==> src/hw/core_isa_pkg.sv <==
package core_isa_pkg;

    localparam int unsigned XLEN   = 32;
    localparam int unsigned REG_AW = 5;

    // instruction field positions
    localparam int unsigned OPC_LSB = 0;
    localparam int unsigned RD_LSB  = 7;
    localparam int unsigned F3_LSB  = 12;
    localparam int unsigned RS1_LSB = 15;
    localparam int unsigned RS2_LSB = 20;
    localparam int unsigned F7_LSB  = 25;

    typedef enum logic [6:0] {
        OPC_LOAD   = 7'b0000011,
        OPC_OP_IMM = 7'b0010011,
        OPC_STORE  = 7'b0100011,
        OPC_OP     = 7'b0110011
    } opcode_e;

    // funct3 of the register ops, ADDI shares F3_ADD
    typedef enum logic [2:0] {
        F3_ADD = 3'b000,
        F3_SLT = 3'b010,
        F3_XOR = 3'b100,
        F3_OR  = 3'b110,
        F3_AND = 3'b111
    } funct3_e;

    localparam logic [2:0] F3_WORD = 3'b010;
    localparam logic [6:0] F7_BASE = 7'b0000000;
    localparam logic [6:0] F7_SUB  = 7'b0100000;

    typedef enum logic [3:0] {
        ALU_ADD,
        ALU_SUB,
        ALU_AND,
        ALU_OR,
        ALU_XOR,
        ALU_SLT
    } alu_op_e;

endpackage

==> src/hw/core_cfg_pkg.sv <==
package core_cfg_pkg;

    localparam int unsigned IMEM_WORDS = 64;
    localparam int unsigned DMEM_WORDS = 64;

    // word address widths
    localparam int unsigned IMEM_AW = $clog2(IMEM_WORDS);
    localparam int unsigned DMEM_AW = $clog2(DMEM_WORDS);

    localparam logic [IMEM_AW-1:0] RESET_PC = '0;

endpackage

==> src/hw/data_ram.sv <==
`timescale 1ns/1ps

module data_ram (
    input  logic                             clk,
    input  logic                             en,
    input  logic                             we,
    input  logic [core_cfg_pkg::DMEM_AW-1:0] addr,
    input  logic [core_isa_pkg::XLEN-1:0]    di,
    output logic [core_isa_pkg::XLEN-1:0]    dout
);
    import core_cfg_pkg::*;

    logic [$bits(di)-1:0] mem [DMEM_WORDS];

    // read-first, data valid the cycle after en
    always_ff @(posedge clk) begin
        if (en) begin
            if (we) begin
                mem[addr] <= di;
            end
            dout <= mem[addr];
        end
    end

endmodule

==> config.mk <==
export PLATFORM = sky130hd
export DESIGN_NAME = data_ram
export DESIGN_NICKNAME = d
export VERILOG_FILES = /design/src/hw/core_isa_pkg.sv /design/src/hw/core_cfg_pkg.sv /design/src/hw/data_ram.sv
export SDC_FILE = /design/constraint.sdc
export NUM_CORES = 2
export LEC_CHECK = 0
export BUFFER_PORTS_ARGS = -buffer_cell sky130_fd_sc_hd__buf_4
export CORE_ASPECT_RATIO = 1.75
export CORE_UTILIZATION = 37
export CTS_BUF_LIST = sky130_fd_sc_hd__clkbuf_8
export CTS_CLUSTER_SIZE = 30
export DETAILED_ROUTE_END_ITERATION = 12
export PLACE_DENSITY_LB_ADDON = 0.3
export SLEW_MARGIN = 20
export SYNTH_ARGS = -nofsm -noshare
export SYNTH_HDL_FRONTEND = slang
export SYNTH_SLANG_ARGS = --single-unit
export TNS_END_PERCENT = 10
==> constraint.sdc <==
create_clock -name clk -period 7.7 [get_ports clk]
set_clock_uncertainty 0.2 [all_clocks]
set_input_delay 0.385 -clock clk [delete_from_list [all_inputs] [get_ports clk]]
set_output_delay 0.385 -clock clk [all_outputs]
set_load 0.01 [all_outputs]
==> impl_metrics.tcl <==
set metrics [dict create \
    status "finished clean" \
    critPathLaunchType "primary input" \
    final_cell_mix "edfxtp_1, clkbuf_8, a22oi_1" \
    instances_no_fill 7733 \
    syn_nets 4561 \
    drive_gt1_frac 0.184 \
    fin_nets 4736 \
    areaGrowthSynthToFinish_pct 12.0 \
    drc_errors 0 \
    post_cts_resized 0 \
    cp_common_cell "buf_4" \
    routed_wl_um 244000 \
    setup_viol_count_final 0 \
    grt_pass1_wl_um 342000 \
    viasPerCell 5.94 \
    synth_edf_count 2080 \
    avgSynthCellArea_um2 17.7 \
    p_per_area_nw_per_um2 240 \
    max_freq_ghz 0.220 \
    clockBufferDepth 4 \
    pin_count 73 \
    pre_cts_ws_ns 2.89 \
    insertion_delay_ns 0.90 \
    antenna_found_initial 10 \
    grt_pass1_vias 45728 \
    r2r-end "dout[11]$_DFFE_PP_" \
    crit_path_top_delay_cell "nor4_1" \
    ys_ff_latch 2080 \
    timing.rr.start "mem[18][11]$_DFFE_PP_" \
    worst-path-buf-inv 4 \
    grt_setup_unrepaired "no" \
    critPathCaptureType "flop" \
    max_stage_delay_ns 1.05 \
    fin_setup_tns_ns 0 \
    ant_nets 0 \
    dp.cells 7200 \
    reg2reg_depth 5 \
    hold_violations 0 \
    post_cts_buffers 0 \
    rrSetupSlack_ns 4.71 \
    avgRoutedWirePerCell_um 31.5 \
    route.vias.total 45903 \
    tightest_slew_ns 1.20 \
    numPortBuffers 72 \
    chipHeight_um 618 \
    cts.htree.levels 5 \
    synth_flop_cell "edfxtp_1" \
    postLayoutCoreUtil 0.418 \
    gp_congestion 0.845 \
    grt_max_degree 181 \
    finalCriticalPeriod_ns 4.54 \
    netlist_area_um2 80200 \
    path_cells "dlygate4sd3_1, buf_8, buf_4, buf_4, nor3b_1, o21ai_0, o2111ai_1, nor4_1, nand3_1" \
    clock-sinks 2080 \
    fin_crit_sh 0.590 \
    synthCells 4520 \
    die_area_um2 219000 \
    hold_path.startpoint "addr[5]" \
    slew_violations 0 \
    cts_tree "built" \
    synthArstFlopShare 0 \
    p_leak_nw 27.6 \
    cp_max_fo 89 \
    dpl.hpwl_um 141000 \
    hold_class "in2reg" \
    timing.slew.headroom 0.190 \
    vdd_ir_drop_max_mv 0.111 \
    ys_types 68 \
    maxCapViolCount 0 \
    gr-total-overflow 0 \
    cts_buffers 294 \
    cts_root_buffer "clkbuf_8" \
    cp.required_ns 8.08 \
    path_class "in2reg" \
    first_iter_violations 4833 \
    fin_ws_ns 3.16 \
    dr.pass1.iters 8 \
    grt_usage 0.217 \
    yosysSeqAreaShare 0.779 \
    rows 225 \
    final_common_cell "edfxtp_1" \
    clk_pin_slew_ns 0.09 \
    fp.coreArea_um2 215000 \
    crit_family "buffers and inverters" \
    die_w_um 354 \
    yosysWarnings 0 \
    start_util 0.373 \
    holdPathStages 3 \
    cp.arrival_ns 4.93 \
    hold_end "dout[0]$_DFFE_PP_" \
]
[final cells by class]
class | instances | area, um^2
antenna | 10 | 25.0
timing repair buffer | 243 | 2090
sequential | 2080 | 62500
inverter | 5 | 22.5
tap | 2837 | 3550
clock buffer | 300 | 4130
clock inverter | 187 | 883
fill | 19232 | 125000
multi-input combinational | 2071 | 16700
[where the power goes]
| group | total [mW] | internal [mW] | switching, mW |
|---|---|---|---|
| Combinational | 1.20 | 0.331 | 0.866 |
| Clock | 7.81 | 3.74 | 4.07 |
| Sequential | 12.6 | 12.5 | 0.0616 |
[per-stage QoR]
stage	cell area [um^2]	hold slack [ns]	power (mW)
finish	89900	0.113	21.6
global route	89900	0.120	22.2
CTS	89900	0.0205	21.7
global placement	84400	0.511	14.0
detailed placement	84500	0.514	14.0
floorplan	80200	0.284	13.4
[layer usage]
| metal | share of wire | track usage |
|---|---|---|
| met4 | 0.039 | 0.0840 |
| met3 | 0.065 | 0.0263 |
| met5 | 0.00023 | 0 |
| met2 | 0.53 | 0.400 |
| met1 | 0.36 | 0.256 |
[worst max path at each step]
stage          startpoint                   to  slack [ns]  cells past startpoint
2_1_floorplan     addr[0]  mem[0][0]$_DFFE_PP_        4.15                      7
3_3_place_gp      addr[0]    dout[2]$_DFFE_PP_        2.80                      8
3_5_place_dp      addr[0]   dout[11]$_DFFE_PP_        2.89                      8
4_1_cts           addr[2]   dout[11]$_DFFE_PP_        3.31                      9
5_1_grt           addr[2]   dout[11]$_DFFE_PP_        3.04                      9
6_report          addr[2]   dout[11]$_DFFE_PP_        3.16                      9
[cells by family after synthesis]
logic type	Yosys count	share of synthesized area
AO/OA/AOI/OAI	1147	0.108
AND/OR/NAND/NOR	612	0.0476
buffers and inverters	369	0.0210
flip-flops	2080	0.779
multiplexers	312	0.0445
[worst register-to-register path: stages (launching register included)]
cell and delay, ns:
edfxtp_1 0.36, nor3b_1 0.15, o21ai_0 0.24, o2111ai_1 0.29, nor4_1 1.05, nand3_1 0.37
[state kept, by name, summed over array words and instances (netlist names)]
| name | cells |
|---|---|
| mem | 2048 |
| dout | 32 |
[Yosys cell counts, types with 74 or more instances]
cell type | number | area share
a21oi_1 | 90 | 0.0056
a221oi_1 | 283 | 0.031
a22oi_1 | 293 | 0.027
buf_2 | 114 | 0.0071
clkbuf_1 | 189 | 0.0088
edfxtp_1 | 2080 | 0.78
mux2_2 | 178 | 0.025
mux2i_1 | 114 | 0.014
nand3_1 | 116 | 0.0072
nand3b_1 | 110 | 0.010
nor2_1 | 74 | 0.0035
o21ai_0 | 83 | 0.0052
[timing repair]
action,CTS,global route
hold buffers,36,0
hold endpoints to repair,2082,0
setup endpoints to repair,0,0
Power figures use the tool's default switching activity.
