--- config.mk ---
export PLATFORM = sky130hd
export DESIGN_NAME = registerfile
export DESIGN_NICKNAME = d
export VERILOG_FILES = /design/src/hw/core_isa_pkg.sv /design/src/hw/registerfile.sv
export SDC_FILE = /design/constraint.sdc
export NUM_CORES = 2
export LEC_CHECK = 0
export BUFFER_PORTS_ARGS = -buffer_cell sky130_fd_sc_hd__buf_2
export CAP_MARGIN = 40
export CORE_MARGIN = 1.5
export CORE_UTILIZATION = 50
export CTS_BUF_LIST = sky130_fd_sc_hd__clkbuf_4 sky130_fd_sc_hd__clkbuf_8 sky130_fd_sc_hd__clkbuf_16
export DETAILED_ROUTE_END_ITERATION = 16
export PLACE_DENSITY = 0.7
export SYNTH_ARGS = -nofsm -noshare
export SYNTH_HDL_FRONTEND = slang
export SYNTH_SLANG_ARGS = --single-unit
export TNS_END_PERCENT = 1
--- constraint.sdc ---
create_clock -name clk -period 3.45 [get_ports clk]
set_clock_uncertainty 0.1 [all_clocks]
set_input_delay 0.8625 -clock clk [delete_from_list [all_inputs] [get_ports clk]]
set_output_delay 0.8625 -clock clk [all_outputs]
set_load 0.02 [all_outputs]
--- src/hw/core_isa_pkg.sv ---
package core_isa_pkg;

    localparam int unsigned XLEN   = 32;
    localparam int unsigned REG_AW = 5;

    // instruction field positions
    localparam int unsigned OPC_LSB = 0;
    localparam int unsigned RD_LSB  = 7;
    localparam int unsigned F3_LSB  = 12;
    localparam int unsigned RS1_LSB = 15;
    localparam int unsigned RS2_LSB = 20;
    localparam int unsigned F7_LSB  = 25;

    typedef enum logic [6:0] {
        OPC_LOAD   = 7'b0000011,
        OPC_OP_IMM = 7'b0010011,
        OPC_STORE  = 7'b0100011,
        OPC_OP     = 7'b0110011
    } opcode_e;

    // funct3 of the register ops, ADDI shares F3_ADD
    typedef enum logic [2:0] {
        F3_ADD = 3'b000,
        F3_SLT = 3'b010,
        F3_XOR = 3'b100,
        F3_OR  = 3'b110,
        F3_AND = 3'b111
    } funct3_e;

    localparam logic [2:0] F3_WORD = 3'b010;
    localparam logic [6:0] F7_BASE = 7'b0000000;
    localparam logic [6:0] F7_SUB  = 7'b0100000;

    typedef enum logic [3:0] {
        ALU_ADD,
        ALU_SUB,
        ALU_AND,
        ALU_OR,
        ALU_XOR,
        ALU_SLT
    } alu_op_e;

endpackage

--- src/hw/registerfile.sv ---
`timescale 1ns/1ps

module registerfile (
    input  logic                            clk,
    input  logic                            rst,
    input  logic [core_isa_pkg::REG_AW-1:0] read1,
    input  logic [core_isa_pkg::REG_AW-1:0] read2,
    input  logic [core_isa_pkg::REG_AW-1:0] write_reg,
    input  logic [core_isa_pkg::XLEN-1:0]   write_data,
    input  logic                            reg_write,
    output logic [core_isa_pkg::XLEN-1:0]   data1,
    output logic [core_isa_pkg::XLEN-1:0]   data2,
    output logic [core_isa_pkg::XLEN-1:0]   x1_test
);
    import core_isa_pkg::*;

    logic [XLEN-1:0] regs [2**REG_AW];
    logic            wr_live;

    // x0 is never written
    assign wr_live = reg_write && (write_reg != '0);

    always_ff @(posedge clk) begin
        if (rst) begin
            for (int i = 0; i < 2**REG_AW; i++) begin
                regs[i] <= '0;
            end
        end else if (wr_live) begin
            regs[write_reg] <= write_data;
        end
    end

    // same-cycle write passes through
    assign data1   = (wr_live && write_reg == read1) ? write_data : regs[read1];
    assign data2   = (wr_live && write_reg == read2) ? write_data : regs[read2];
    assign x1_test = regs[1];

endmodule

==> summary.md <==
| Metric | Value |
|---|---|
| Synth Instances | `3,494` |
| Max Cap Violations | `0` |
| Post-synth top area cell | `edfxtp_1` |
| Synth cell types | `42` |
| # setup viols final | `64` |
| Layout fillers | `7,723` |
| Synth Area per Inst | `15.6 um^2` |
| Crit Path Max Fanout | `11` |
| Top-area cell type share of the netlist area | `56.4%` |
| Post-Route WL | `187 mm` |
| Drt drc | `0` |
| Layout area overhead | `19.0%` |
| DR WL/cell | `35.1 um` |
| Cell family with most CP delay | `buffers and inverters` |
| Worst-path clk slew | `0.06 ns` |
| Hold Crit Class | `input pin to register` |
| Initial DRC Count | `5,610` |
| Post-synth EDFFs | `1,024` |
| FF+latch area | `30,700 um^2` |
| Lkg Pwr | `23.0 nW` |
| Worst hold slack | `0.485 ns` |
| Area of the multi-input gates | `22,400 um^2` |
| Die Y | `333 um` |
| Cell Chain, Critical Path | `buf_16, buf_12, buf_12, mux4_2, o22ai_1, buf_4, or4_1, o21ai_1, buf_4` |
| Top Registers | `regs: 1024 flops` |
| Max FFs per register | `1,024` |
| CTS tree | `built` |
| Core area | `108,000 um^2` |
| CP endpoint kind | `output pin` |
| Worst Hold Path Cells | `2` |
| Final Instance Area | `64,900 um^2` |
| Placed cell areas | `59,800 um^2` |
| Most used flip-flop cell after synthesis | `edfxtp_1` |
| Synth Area in Simple Gates | `14.0%` |
| Initial core utilization | `50.7%` |
| Setup TNS | `-13.64 ns` |
| M2 GR Usage | `50.8%` |
| Slew @ Worst Pin | `0.787 ns` |
| Failing checks | `setup timing` |
| DP HPWL | `116 mm` |
| Mapped cell area | `54,500 um^2` |
| Worst VDD drop | `0.388 mV` |
| CTS Sinks | `1,024` |
| CP Class | `input pin to output pin` |
| Commonest non-fill, non-tap cell in the layout | `edfxtp_1` |
| Post-Synth XOR/XNOR Area | `0.161%` |
| Met1 usage | `44.3%` |
| First drt pass iteration count | `5` |
| Status | `complete, but fails checks` |
| Number of nets in the layout | `3,868` |
| Root buf cell | `clkbuf_16` |
| YS warnings | `0` |
| Vias/cell | `6.87` |
| Slew headroom | `47.5%` |
| Worst EP arrival | `2.81 ns` |
| Rows | `120` |
| Post-Synth Adder-Cell Area | `0%` |
| Post-route worst setup slack | `-0.325 ns` |
| Final Hold Viols | `0` |
| Vias post-DR | `36.6k` |
| CTS buffer count | `107` |
| PortBufs | `145` |
| Launch point of the worst path | `read2[0]` |
| Post-synthesis mux area share | `21.8%` |
| Num ports | `146` |
| Clock Tree Buf Depth | `3` |
| CP Data Required Time | `2.49 ns` |
| Post-route ant nets | `0` |
| Hold_sp | `write_data[25]` |
| Ratio of cells with drive above 1 in the final layout | `34.5%` |
| Remaining global-route overflow | `0` |
| Vias in the first global route | `36.0k` |
| #FFs+latches synth | `1,024` |
| Crit path max-delay cell type | `or4_1` |
| Initial antenna violation count | `13` |
| Biggest register | `regs` |
| Fin crit period | `3.78 ns` |
| Post-synth ARST share | `0%` |
| PD cells | `482 nW/um^2` |
| Worst Path Buf+Inv | `5` |
| Chip width | `333 um` |
| Largest net degree at the start of global routing | `37` |
| Synth Area in Compound Gates | `3.53%` |
| Most used routing layer | `met2` |
| First-pass GRT wire length | `262 mm` |
| Hold path endpoint | `regs[1][25]$_SDFFCE_PN0P_` |
| Crit path launch type | `input pin` |
| Fmax | `265 MHz` |
| Hold Buf Count CTS | `0` |
| Final cell count without fillers | `5,320` |
| Synth top area cells | `edfxtp_1 56%, mux4_2 17%, and2_1 11%` |
| Placed Cells | `5,087` |
| Worst stage delay on the critical path | `0.54 ns` |
| Commonest non-fill, non-tap cells in the layout | `1,024 x edfxtp_1, 992 x and2_1, 419 x mux4_2` |
| Largest family of logic cells by synthesized area | `multiplexers` |
| H-tree depth | `3` |
| Total track usage | `33.5%` |
| RSZ-0062 raised after global routing | `true` |
| Final Slew Violations | `0` |
| Setup WS pre-CTS | `-0.528 ns` |
| Fin crit share | `109%` |
| Register area share after synthesis | `56.4%` |
| Die Area | `111,000 um^2` |
| GRT met3 Usage | `10.0%` |
| Gpl congestion | `0.905` |
cells by family (layout without fill, tap and decap cells):
group                     after synthesis  in the layout
other                                   1             39
muxes                                 519            519
DFF                                  1024           1024
xor gates and xnor gates               10             10
AOI/OAI and AO/OA                     317            317
buffers and inverters                 387            772
and+or+nand+nor                      1236           1236
worst max path at each step:
stage                 to  cells past startpoint
4_1_cts        data2[24]                     10
3_3_place_gp   data2[30]                     10
5_1_grt        data1[30]                      9
6_report       data2[11]                      9
3_5_place_dp   data2[30]                     10
2_1_floorplan  data2[30]                      7
where the power goes:
group	switching, W	internal (W)
clock network	0.00511	0.00715
logic	0.00222	0.00207
registers	0.000369	0.0144
total	0.00770	0.0236
layout make-up:
class,instances,area share [%]
Tap cell,1403,2.70
Clock inverter,84,1.42
Multi-Input combinational cell,2114,34.5
Antenna cell,7,0.0270
Clock buffer,117,4.27
Timing Repair Buffer,571,9.73
Sequential cell,1024,47.4
cell usage after synthesis (7+ instances only):
cell,number
and2_1,992
buf_12,23
buf_2,97
buf_6,39
clkbuf_1,220
edfxtp_1,1024
mux2i_1,11
mux4_1,92
mux4_2,416
nand2_1,69
nand3_1,9
nand3b_1,12
nor2_1,31
o21ai_1,62
o22ai_1,248
or2_1,7
or2_2,24
or4_1,63
per-stage QoR:
stage          utilization, %  total power (W)
2_1_floorplan               -           0.0172
3_3_place_gp             55.6           0.0187
3_5_place_dp             55.6           0.0188
4_1_cts                  60.0           0.0312
5_1_grt                  60.3           0.0319
6_report                 60.3           0.0313
repair_timing:
action | in CTS | in global routing
endpoints found under the hold margin | 0 | 0
cloned | 4 | 1
buffers inserted | 13 | 8
gates resized for setup | 212 | 50
pin swaps | 23 | 17
setup endpoints to repair | 64 | 64
layer usage:
layer / up-vias / routed length [um]
met2: 3067 / 84500
met1: 18700 / 65500
li1: 14300 / -
met5: - / 116
met3: 505 / 26600
met4: 4 / 9780
Power figures use the tool's default switching activity.
