### config.mk
export PLATFORM = sky130hd
export DESIGN_NAME = instr_mem
export DESIGN_NICKNAME = d
export VERILOG_FILES = /design/src/hw/core_isa_pkg.sv /design/src/hw/core_cfg_pkg.sv /design/src/hw/instr_mem.sv
export SDC_FILE = /design/constraint.sdc
export NUM_CORES = 2
export LEC_CHECK = 0
export BUFFER_PORTS_ARGS = -buffer_cell sky130_fd_sc_hd__buf_4
export CAP_MARGIN = 5
export CORE_UTILIZATION = 36
export DETAILED_ROUTE_END_ITERATION = 6
export MAX_ROUTING_LAYER = met4
export PLACE_DENSITY = 0.5
export REMOVE_ABC_BUFFERS = 1
export SYNTH_ARGS = -nofsm -noshare
export SYNTH_HDL_FRONTEND = slang
export SYNTH_SLANG_ARGS = --single-unit
export TNS_END_PERCENT = 5
### constraint.sdc
create_clock -name clk -period 5.6 [get_ports clk]
set_clock_uncertainty 0.05 [all_clocks]
set_input_delay 1.4 -clock clk [delete_from_list [all_inputs] [get_ports clk]]
set_output_delay 1.4 -clock clk [all_outputs]
set_load 0.02 [all_outputs]
### src/hw/core_isa_pkg.sv
package core_isa_pkg;

    localparam int unsigned XLEN   = 32;
    localparam int unsigned REG_AW = 5;

    // instruction field positions
    localparam int unsigned OPC_LSB = 0;
    localparam int unsigned RD_LSB  = 7;
    localparam int unsigned F3_LSB  = 12;
    localparam int unsigned RS1_LSB = 15;
    localparam int unsigned RS2_LSB = 20;
    localparam int unsigned F7_LSB  = 25;

    typedef enum logic [6:0] {
        OPC_LOAD   = 7'b0000011,
        OPC_OP_IMM = 7'b0010011,
        OPC_STORE  = 7'b0100011,
        OPC_OP     = 7'b0110011
    } opcode_e;

    // funct3 of the register ops, ADDI shares F3_ADD
    typedef enum logic [2:0] {
        F3_ADD = 3'b000,
        F3_SLT = 3'b010,
        F3_XOR = 3'b100,
        F3_OR  = 3'b110,
        F3_AND = 3'b111
    } funct3_e;

    localparam logic [2:0] F3_WORD = 3'b010;
    localparam logic [6:0] F7_BASE = 7'b0000000;
    localparam logic [6:0] F7_SUB  = 7'b0100000;

    typedef enum logic [3:0] {
        ALU_ADD,
        ALU_SUB,
        ALU_AND,
        ALU_OR,
        ALU_XOR,
        ALU_SLT
    } alu_op_e;

endpackage

### src/hw/core_cfg_pkg.sv
package core_cfg_pkg;

    localparam int unsigned IMEM_WORDS = 64;
    localparam int unsigned DMEM_WORDS = 64;

    // word address widths
    localparam int unsigned IMEM_AW = $clog2(IMEM_WORDS);
    localparam int unsigned DMEM_AW = $clog2(DMEM_WORDS);

    localparam logic [IMEM_AW-1:0] RESET_PC = '0;

endpackage

### src/hw/instr_mem.sv
`timescale 1ns/1ps

module instr_mem (
    input  logic                             clk,
    input  logic                             rst,
    input  logic [core_cfg_pkg::IMEM_AW-1:0] addr,
    input  logic                             load_req,
    input  logic [core_cfg_pkg::IMEM_AW-1:0] load_addr,
    input  logic [core_isa_pkg::XLEN-1:0]    load_data,
    output logic [core_isa_pkg::XLEN-1:0]    dout,
    output logic                             load_ack
);
    import core_cfg_pkg::*;

    typedef enum logic {
        LD_IDLE,
        LD_ACK
    } load_state_e;

    load_state_e state;
    logic [$bits(dout)-1:0] mem [IMEM_WORDS];

    // program load is only served while the core is held in reset
    always_ff @(posedge clk) begin
        if (!rst) begin
            state <= LD_IDLE;
        end else begin
            case (state)
                LD_IDLE: if (load_req) state <= LD_ACK;
                LD_ACK:  if (!load_req) state <= LD_IDLE;
                default: state <= LD_IDLE;
            endcase
        end
    end

    always_ff @(posedge clk) begin
        if (rst && state == LD_IDLE && load_req) begin
            mem[load_addr] <= load_data;
        end
    end

    // no-op word until the first fetch after reset
    always_ff @(posedge clk) begin
        if (rst) begin
            dout <= '0;
        end else begin
            dout <= mem[addr];
        end
    end

    assign load_ack = (state == LD_ACK);

endmodule

==> qor.yml <==
die:
  die_height_um: 471
  die-width_um: 471
  num_rows: 171
  io-pin-count: 80
  core_mm2: 0.218
  start_util: 0.363
  dieArea_mm2: 0.222
sta:
  finalSetupTns_ps: 0
  period_needed_ps: 4080
  share_of_the_clock_period_used_by_the_worst_path_after_layout: 0.728
  tightest_slew_ps: 1290
  rsz0062_at_grt: "no"
  slew_headroom: 0.116
  max_clock_freq_ghz: 0.245
  timing.final.max_slew_violations: 0
  report.final.hold_viol_count: 0
  final-setup-viol-count: 0
clocking:
  worst_skew_late_latency_ps: 850
  tritoncts.num_buffers: 212
  cts.root.buffer_cell: "clkbuf_16"
  maximum_clock_insertion_buffer_count: 3
  post_cts.repair.setup_buffers: 0
  tritoncts: "done"
  clk_pin_slew_worst_paths_ps: 70
  total_number_of_h_tree_levels: 4
  ctsResizeCount: 0
  hold_buffers: 0
  clock-sinks: 2081
global_routing:
  antenna_found_initial: 17
  globalRouteOverflowTotal: 0
  grt_pass1_wl_um: 313000
  pin_count_of_the_biggest_net_entering_global_routing: 68
  grt_usage: 0.209
  first_global_vias: 37716
worst_setup_path:
  max_stage_delay_ps: 660
  worstPathArrival_ps: 4670
  critPathRequiredTime_ps: 6190
  worstSetupEndpointType: "flip-flop"
  worstPathCellList: "buf_8 > buf_12 > buf_12 > buf_4 > mux4_2 > mux4_2 > a22oi_1 > nand2_1"
  r2r-end: "mem[26][24]"
  rrSetupSlack_ps: 2490
  setup.worst_path.class: "primary input to flip-flop"
  cp-start-kind: "primary input"
  timing.reg2reg.worst_path_depth: 4
  critical_path.reg2reg.startpoint: "load_ack"
  timing.critical_path.fanout_max: 29
  slowest_stage: "a22oi_1"
route:
  first_pass_iteration_count_of_the_detailed_router: 5
  violation_count_after_the_first_detailed_route_iteration: 4369
  remaining_drc_errors: 0
  detailroute.via_count: 37408
  route.detailed.wl_per_inst_um: 33.6
  ant_nets: 0
  drt-vias-per-instance: 5.61
  post_detailed_routing_wire_length_um: 224000
layout:
  layout_common_cells: "edfxtp_1 (2,048), mux4_2 (554), clkbuf_16 (213), buf_4 (205), mux2i_1 (109)"
  most_frequent_standard_cell_in_the_layout_excluding_fill_and_tap_cells: "edfxtp_1"
  area_growth_pct: 15.2
  postLayoutCellArea_mm2: 0.0912
  area.sequential_mm2: 0.0622
  count_of_fill_cells_added_during_filler_insertion: 18837
  layout-drive-gt1-share: 0.312
  multi_input_comb_area_mm2: 0.0165
  layout.nets: 3678
synthesis:
  synth_cell_type_count: 57
  yosysWarningCount: 0
  synth_flop_cell: "edfxtp_1"
  syn-cell-area_mm2: 0.0792
  synthesis.area_per_instance_um2: 23.7
  synth_cells: 3345
  number_of_synthesized_flops_with_an_enable_pin: 2048
  synth-seq-cells: 2081
  synth_sequential_area_ratio: 0.784
  async_reset_ff_frac: 0
hold_path:
  holdPathEnd: "load_ack"
  min-delay-path-class: "primary input to flip-flop"
  hold_depth: 3
  hold_path.startpoint: "load_req"
place:
  postPlaceCellArea_mm2: 0.0847
  portBuffers: 79
  finalWeightedCongestion: 0.778
  dp_hpwl_um: 129000
power_and_ir_drop:
  vdd_drop_max_mv: 0.332
  pwr_density_cell_mw_per_mm2: 355
  p_leak_nw: 28.3
outcome:
  outcome: "completed"
run:
  maxCapViolCount: 0
[flip-flops by register name, summed over array words and instances, names as in the netlist]
register  flops
load_ack      1
mem        2048
dout         32
[cells in the mapped netlist, drive strengths merged, types with 2 or more instances]
cell	instances	area, um2
edfxtp	2048	61500
mux4	554	12500
buf	135	885
mux2i	109	1090
nor2	94	353
nand2	81	304
clkbuf	42	158
dfxtp	33	661
mux2	28	315
a22oi	24	180
o22ai	23	144
a21oi	19	95.1
o21ai	19	95.1
nand3	14	70.1
a32oi	9	78.8
nand2b	9	56.3
o221ai	9	78.8
a31oi	8	50.1
nor3	8	40.0
o211ai	8	60.1
nor2b	7	43.8
a2111oi	6	52.6
a211oi	5	37.5
a221oi	5	43.8
and2	4	25.0
inv	4	15.0
or2	4	25.0
a22o	3	26.3
nand3b	3	22.5
a2111o	2	22.5
a211o	2	17.5
a31o	2	17.5
nor3b	2	15.0
nor4	2	12.5
o221a	2	22.5
o311a	2	20.0
or3	2	12.5
or3b	2	17.5
[worst max-delay path by stage]
stage | from | endpoint | slack, ps | cells after the start
CTS | addr[0] | dout[15] | 1530 | 8
detailed placement | addr[0] | dout[15] | 620 | 8
global placement | addr[0] | dout[15] | 610 | 8
global route | addr[0] | dout[2] | 1390 | 8
floorplan | load_req | mem[47][0] | 1660 | 4
finish | addr[0] | dout[15] | 1520 | 8
[cell type report]
cell class / count / share of cell area
sequential: 2081 / 0.681
inverter: 5 / 0.000274
multi-input combinational: 1082 / 0.181
timing repair buffer: 249 / 0.0264
antenna: 6 / 0.000165
tap: 2854 / 0.0391
clock inverter: 112 / 0.0104
clock buffer: 280 / 0.0615
[critical path, delay by kind of cell]
kind	cells	cell delay [ps]
buffers and inverters	4	1210
multiplexers	2	1040
AO/OA/AOI/OAI	1	660
AND/OR/NAND/NOR	1	260
[stage by stage]
stage	setup slack, ps	hold WS, ps	utilization	power (mW)	instances
global placement	613	830	0.388	19.2	6271
global route	1390	786	0.418	33.3	6665
finish	1520	771	0.419	32.4	6669
detailed placement	618	810	0.388	19.2	6271
floorplan	1660	700	-	18.1	3168
CTS	1530	708	0.418	32.6	6663
[routing by layer]
metal / wire [um] / share of wire / GRT usage / vias to the layer above
met5: 0 / 0 / - / -
met2: 106000 / 0.47 / 0.317 / 1295
li1: - / - / - / 14955
met4: 3140 / 0.014 / 0.0375 / 0
met3: 14100 / 0.063 / 0.0303 / 237
met1: 101000 / 0.45 / 0.302 / 20921
[power breakdown]
| group | internal (mW) | switching [mW] | leakage, nW | total [mW] |
|---|---|---|---|---|
| Combinational | 0.592 | 1.02 | 6.39 | 1.62 |
| Sequential | 17.2 | 0.0486 | 18.7 | 17.2 |
| Clock | 7.56 | 5.98 | 3.20 | 13.5 |
[kinds of logic (layout without fill, tap and decap cells)]
family                 Yosys count  in the layout  synth area share
DFF                           2081           2081             0.784
muxes                          691            691             0.175
and+or+nand+nor                233            233            0.0127
buffers and inverters          182            646            0.0134
AOI/OAI and AO/OA              158            158            0.0143
other                            0              6                 0
No activity file was read; power rests on OpenSTA's default activity.
