File: src/hw/core_isa_pkg.sv
package core_isa_pkg;

    localparam int unsigned XLEN   = 32;
    localparam int unsigned REG_AW = 5;

    // instruction field positions
    localparam int unsigned OPC_LSB = 0;
    localparam int unsigned RD_LSB  = 7;
    localparam int unsigned F3_LSB  = 12;
    localparam int unsigned RS1_LSB = 15;
    localparam int unsigned RS2_LSB = 20;
    localparam int unsigned F7_LSB  = 25;

    typedef enum logic [6:0] {
        OPC_LOAD   = 7'b0000011,
        OPC_OP_IMM = 7'b0010011,
        OPC_STORE  = 7'b0100011,
        OPC_OP     = 7'b0110011
    } opcode_e;

    // funct3 of the register ops, ADDI shares F3_ADD
    typedef enum logic [2:0] {
        F3_ADD = 3'b000,
        F3_SLT = 3'b010,
        F3_XOR = 3'b100,
        F3_OR  = 3'b110,
        F3_AND = 3'b111
    } funct3_e;

    localparam logic [2:0] F3_WORD = 3'b010;
    localparam logic [6:0] F7_BASE = 7'b0000000;
    localparam logic [6:0] F7_SUB  = 7'b0100000;

    typedef enum logic [3:0] {
        ALU_ADD,
        ALU_SUB,
        ALU_AND,
        ALU_OR,
        ALU_XOR,
        ALU_SLT
    } alu_op_e;

endpackage

File: src/hw/decode.sv
`timescale 1ns/1ps

module decode (
    input  logic                               clk,
    input  logic                               rst,
    input  logic [core_isa_pkg::XLEN-1:0]      instr_raw,
    input  logic                               stall,
    output logic [core_isa_pkg::REG_AW-1:0]    reg1_addr,
    output logic [core_isa_pkg::REG_AW-1:0]    reg2_addr,
    output logic                               read_reg1,
    output logic                               read_reg2,
    output logic [core_isa_pkg::XLEN-1:0]      imm,
    output core_isa_pkg::alu_op_e              alu_op,
    output logic                               src_imm,
    output logic [core_isa_pkg::REG_AW-1:0]    write_reg,
    output logic                               reg_write,
    output logic                               mem_write,
    output logic                               mem_read
);
    import core_isa_pkg::*;

    opcode_e         opcode;
    logic [2:0]      funct3;
    logic [6:0]      funct7;
    logic            op_legal;
    logic [XLEN-1:0] imm_i;
    logic [XLEN-1:0] imm_s;

    alu_op_e         alu_op_d;
    logic [XLEN-1:0] imm_d;
    logic            src_imm_d;
    logic            read1_d;
    logic            read2_d;
    logic            reg_write_d;
    logic            mem_write_d;
    logic            mem_read_d;

    logic            reg_write_q;
    logic            mem_write_q;
    logic            mem_read_q;

    assign opcode = opcode_e'(instr_raw[OPC_LSB +: 7]);
    assign funct3 = instr_raw[F3_LSB +: 3];
    assign funct7 = instr_raw[F7_LSB +: 7];
    assign imm_i  = {{(XLEN-12){instr_raw[XLEN-1]}}, instr_raw[RS2_LSB +: 12]};
    assign imm_s  = {{(XLEN-12){instr_raw[XLEN-1]}}, instr_raw[F7_LSB +: 7],
                     instr_raw[RD_LSB +: 5]};

    // SUB is the only funct7 variant in the subset
    assign op_legal = (funct7 == F7_BASE) || (funct7 == F7_SUB && funct3 == F3_ADD);

    always_comb begin
        alu_op_d    = ALU_ADD;
        imm_d       = imm_i;
        src_imm_d   = 1'b1;
        read1_d     = 1'b0;
        read2_d     = 1'b0;
        reg_write_d = 1'b0;
        mem_write_d = 1'b0;
        mem_read_d  = 1'b0;
        case (opcode)
            OPC_OP_IMM: begin
                if (funct3 == F3_ADD) begin
                    read1_d     = 1'b1;
                    reg_write_d = 1'b1;
                end
            end
            OPC_LOAD: begin
                if (funct3 == F3_WORD) begin
                    read1_d     = 1'b1;
                    reg_write_d = 1'b1;
                    mem_read_d  = 1'b1;
                end
            end
            OPC_STORE: begin
                if (funct3 == F3_WORD) begin
                    imm_d       = imm_s;
                    read1_d     = 1'b1;
                    read2_d     = 1'b1;
                    mem_write_d = 1'b1;
                end
            end
            OPC_OP: begin
                src_imm_d   = 1'b0;
                read1_d     = op_legal;
                read2_d     = op_legal;
                reg_write_d = op_legal;
                case (funct3_e'(funct3))
                    F3_ADD:  alu_op_d = (funct7 == F7_SUB) ? ALU_SUB : ALU_ADD;
                    F3_SLT:  alu_op_d = ALU_SLT;
                    F3_XOR:  alu_op_d = ALU_XOR;
                    F3_OR:   alu_op_d = ALU_OR;
                    F3_AND:  alu_op_d = ALU_AND;
                    default: begin
                        read1_d     = 1'b0;
                        read2_d     = 1'b0;
                        reg_write_d = 1'b0;
                    end
                endcase
            end
            default: ;
        endcase
    end

    // ID/EX control, held while stalled
    always_ff @(posedge clk) begin
        if (rst) begin
            reg1_addr   <= '0;
            reg2_addr   <= '0;
            read_reg1   <= 1'b0;
            read_reg2   <= 1'b0;
            reg_write_q <= 1'b0;
            mem_write_q <= 1'b0;
            mem_read_q  <= 1'b0;
        end else if (!stall) begin
            reg1_addr   <= instr_raw[RS1_LSB +: REG_AW];
            reg2_addr   <= instr_raw[RS2_LSB +: REG_AW];
            read_reg1   <= read1_d;
            read_reg2   <= read2_d;
            reg_write_q <= reg_write_d;
            mem_write_q <= mem_write_d;
            mem_read_q  <= mem_read_d;
        end
    end

    always_ff @(posedge clk) begin
        if (!stall) begin
            imm       <= imm_d;
            alu_op    <= alu_op_d;
            src_imm   <= src_imm_d;
            write_reg <= instr_raw[RD_LSB +: REG_AW];
        end
    end

    // stalled instruction stays here, EX sees a bubble
    assign reg_write = reg_write_q && !stall;
    assign mem_write = mem_write_q && !stall;
    assign mem_read  = mem_read_q && !stall;

endmodule

File: config.mk
export PLATFORM = sky130hd
export DESIGN_NAME = decode
export DESIGN_NICKNAME = d
export VERILOG_FILES = /design/src/hw/core_isa_pkg.sv /design/src/hw/decode.sv
export SDC_FILE = /design/constraint.sdc
export NUM_CORES = 1
export LEC_CHECK = 0
export BUFFER_PORTS_ARGS = -buffer_cell sky130_fd_sc_hd__buf_2
export CORE_MARGIN = 10
export CORE_UTILIZATION = 48
export CTS_BUF_LIST = sky130_fd_sc_hd__clkbuf_4
export CTS_CLUSTER_DIAMETER = 100
export CTS_CLUSTER_SIZE = 28
export DETAILED_ROUTE_END_ITERATION = 12
export PLACE_DENSITY = 0.95
export SLEW_MARGIN = 20
export SYNTH_ARGS = -nofsm -noshare
export SYNTH_HDL_FRONTEND = slang
export SYNTH_SLANG_ARGS = --single-unit
File: constraint.sdc
create_clock -name clk -period 2.6 [get_ports clk]
set_input_delay 0.13 -clock clk [delete_from_list [all_inputs] [get_ports clk]]
set_output_delay 0.13 -clock clk [all_outputs]
set_load 0.05 [all_outputs]
==> impl_metrics.toml <==
[status]
status = "completed"

[logic_synthesis]
avgSynthCellArea_um2 = 12.35
synthCells = 130
synth_nets = 165
syn_area_um2 = 1605
yosys_warnings = 0
synth_fa_ha_area_share_pct = 0
muxShareOfSynthArea_pct = 9.743
synth_top_family_by_area = "simple AND/OR/NAND/NOR gates"
synthSimpleGateAreaFrac_pct = 14.81
yosys_register_bits = 36
synth-compound-area-share_pct = 4.988
synth_xor_area_share_pct = 0.5456
ys_seq_area_share_pct = 57.99
synth_cell_types = 30

[setup_path]
endpoint_kind = "flop"
criticalPathCategory = "input pin to flop"
cpLargestDelayFamily = "simple AND/OR/NAND/NOR gates"
worstPathArrival_ps = 1930
worstSetupStartpointType = "input pin"
r2r_slack_ps = 1860
cp_num_buf_inv = 2
slowest_stage = "or4_1"
crit_chain = "dlygate4sd3_1 -> buf_2 -> or4_1 -> nor4_1 -> a21oi_1 -> o22ai_1"
critPathMaxFanout = 2
slowest_delay_ps = 570
required_ps = 2870

[route]
wl_per_cell_um = 15.61
drtIter0Drc = 22
dr.pass1.iters = 4
antenna_left = 0
route.detailed.drc = 0
num_vias = 1243
routed_wl_mm = 4.027
vias_per_cell = 4.818

[placement]
dp_slack_ps = 1015
post-place-cells = 239
place.gp.congestion = 0.7399
port_buffers = 90

[grt]
grt_pass1_vias = 1362
grt_max_degree = 24
grt_pass1_wl_mm = 6.444
grt.overflow.total = 0
antenna_found_initial = 0
grt.total_usage_pct = 13.20

[die]
start_util_pct = 51.32
ios = 92
die_x_um = 77.83
fp.dieH_um = 77.83
num_rows = 20
core_area_um2 = 3128
fp.dieArea_um2 = 6058

[min_path]
hp-class = "input pin to flop"

[timing]
max_freq_ghz = 0.6030
rsz0062_at_grt = "false"
finalCritPeriodShare_pct = 63.78
clock_skew_ps = 0
hold_ws_ps = 11.17
worstMarginPinSlew_ps = 830.9
relSlewSlack_pct = 44.55
finalSetupViolCount = 0
finalHoldViolations = 0
worst_slack_ps = 941.6
period_minus_slack_ps = 1658
drv_slew = 0
setup_tns_ps = 0

[final_layout]
largest_reg_flops = 12
antenna_cells = 0
fin_cells = 258
drive_above_1_share_pct = 50.00
fill_cells = 243
fin_nets = 248
regMostFlops = "imm"
syn2layout_area_growth_pct = 32.03

[cts]
cts_tree = "yes"
cts_root_buf = "clkbuf_4"
cts.reportedPaths.clkPinSlew_ps = 100
numClockSinks = 36
clk_latency_ps = 340
numCtsBuffers = 5
cts.path.max_buffers = 2
post_cts_resize_count = 0
h-tree-depth = 2

[power]
irDropWorstVdd_uv = 396.2
power_density_nw_per_um2 = 663.4
p_leak_nw = 0.9952

[job]
cap_violations = 0
==> Yosys cell counts (all sizes together) <==
master / count / area [um^2]
nand3: 1 / 5.000
edfxtp: 21 / 630.6
nor3: 3 / 20.02
or4: 1 / 7.510
a21oi: 3 / 15.01
mux2i: 10 / 100.1
a22o: 1 / 8.760
clkbuf: 4 / 18.77
a21o: 1 / 7.510
o22ai: 3 / 18.77
buf: 21 / 157.7
a311oi: 1 / 8.760
o21a: 2 / 15.01
xnor2: 1 / 8.760
dfxtp: 15 / 300.3
nor4: 2 / 12.51
nand3b: 1 / 7.510
nand2: 6 / 22.52
conb: 1 / 3.750
nor4b: 2 / 47.55
mux2: 5 / 56.30
nor2: 15 / 56.30
inv: 3 / 11.26
nor2b: 3 / 18.77
a31oi: 1 / 6.260
nand4: 3 / 40.04
==> power breakdown <==
group | leakage [nW] | internal [mW] | switching, mW
Combinational | 0.624 | 0.0879 | 0.288
Sequential | 0.328 | 0.639 | 0.0135
Clock | 0.0430 | 0.197 | 0.180
Total | 0.995 | 0.924 | 0.482
==> layout make-up <==
| class | count | area (um^2) | share of cell area [%] |
|---|---|---|---|
| inverter | 3 | 11.26 | 0.5313 |
| clock inverter | 3 | 37.54 | 1.771 |
| sequential | 36 | 930.9 | 43.92 |
| timing repair buffer | 101 | 560.5 | 26.45 |
| multi-input combinational | 66 | 486.7 | 22.96 |
| clock buffer | 5 | 37.54 | 1.771 |
| tap | 44 | 55.05 | 2.597 |
==> placed cells by master, fill, tap and decap left out, types with 2 or more instances in the layout <==
cell,instances
nand2_1,6
nor2b_1,3
edfxtp_1,21
nor2_1,15
o22ai_1,3
mux2_2,5
o21a_1,2
nor3_1,2
a21oi_1,3
dlygate4sd3_1,11
buf_2,90
clkbuf_4,5
nor4_1,2
nor4b_4,2
mux2i_1,10
dfxtp_1,15
inv_1,3
==> worst paths after layout <==
kind	start	endpoint	cells after the start
worst min register to register	mem_read_q	mem_read_q	2
worst min-delay path	instr_raw[17]	reg1_addr[2]	3
worst max register to register	read_reg2	read_reg2	2
worst max-delay path	instr_raw[28]	reg_write_q	6
==> logic make-up after synthesis <==
| kind of cell | after synthesis |
|---|---|
| and+or+nand+nor | 37 |
| DFF | 36 |
| buffers and inverters | 28 |
| muxes | 15 |
| AOI/OAI and AO/OA | 12 |
| xor gates and xnor gates | 1 |
| other | 1 |
==> worst reg2reg max path, cell delays in order (launching register included) <==
cell and delay (ps):
dfxtp_1 350, nor2_1 50, a311oi_1 260
==> per-layer routing <==
| metal | vias to the layer above | share of wire [%] | GRT usage [%] |
|---|---|---|---|
| met4 | 0 | 1.6 | 6.569 |
| li1 | 607 | - | - |
| met1 | 554 | 37 | 12.59 |
| met5 | - | 0 | 0 |
| met2 | 75 | 47 | 21.31 |
| met3 | 7 | 15 | 8.986 |
==> through the flow <==
stage	power [mW]	util (%)	instance area, um^2
floorplan	0.9624	-	1605
global placement	1.026	61.84	1934
detailed placement	1.032	61.84	1934
CTS	1.417	67.76	2120
global route	1.462	67.76	2120
finish	1.406	67.76	2120
==> repair_timing <==
action,CTS,global route
hold buffers,11,0
setup buffers,0,0
hold endpoints to repair,11,0
Note: power is estimated with default switching activity, not from simulation.
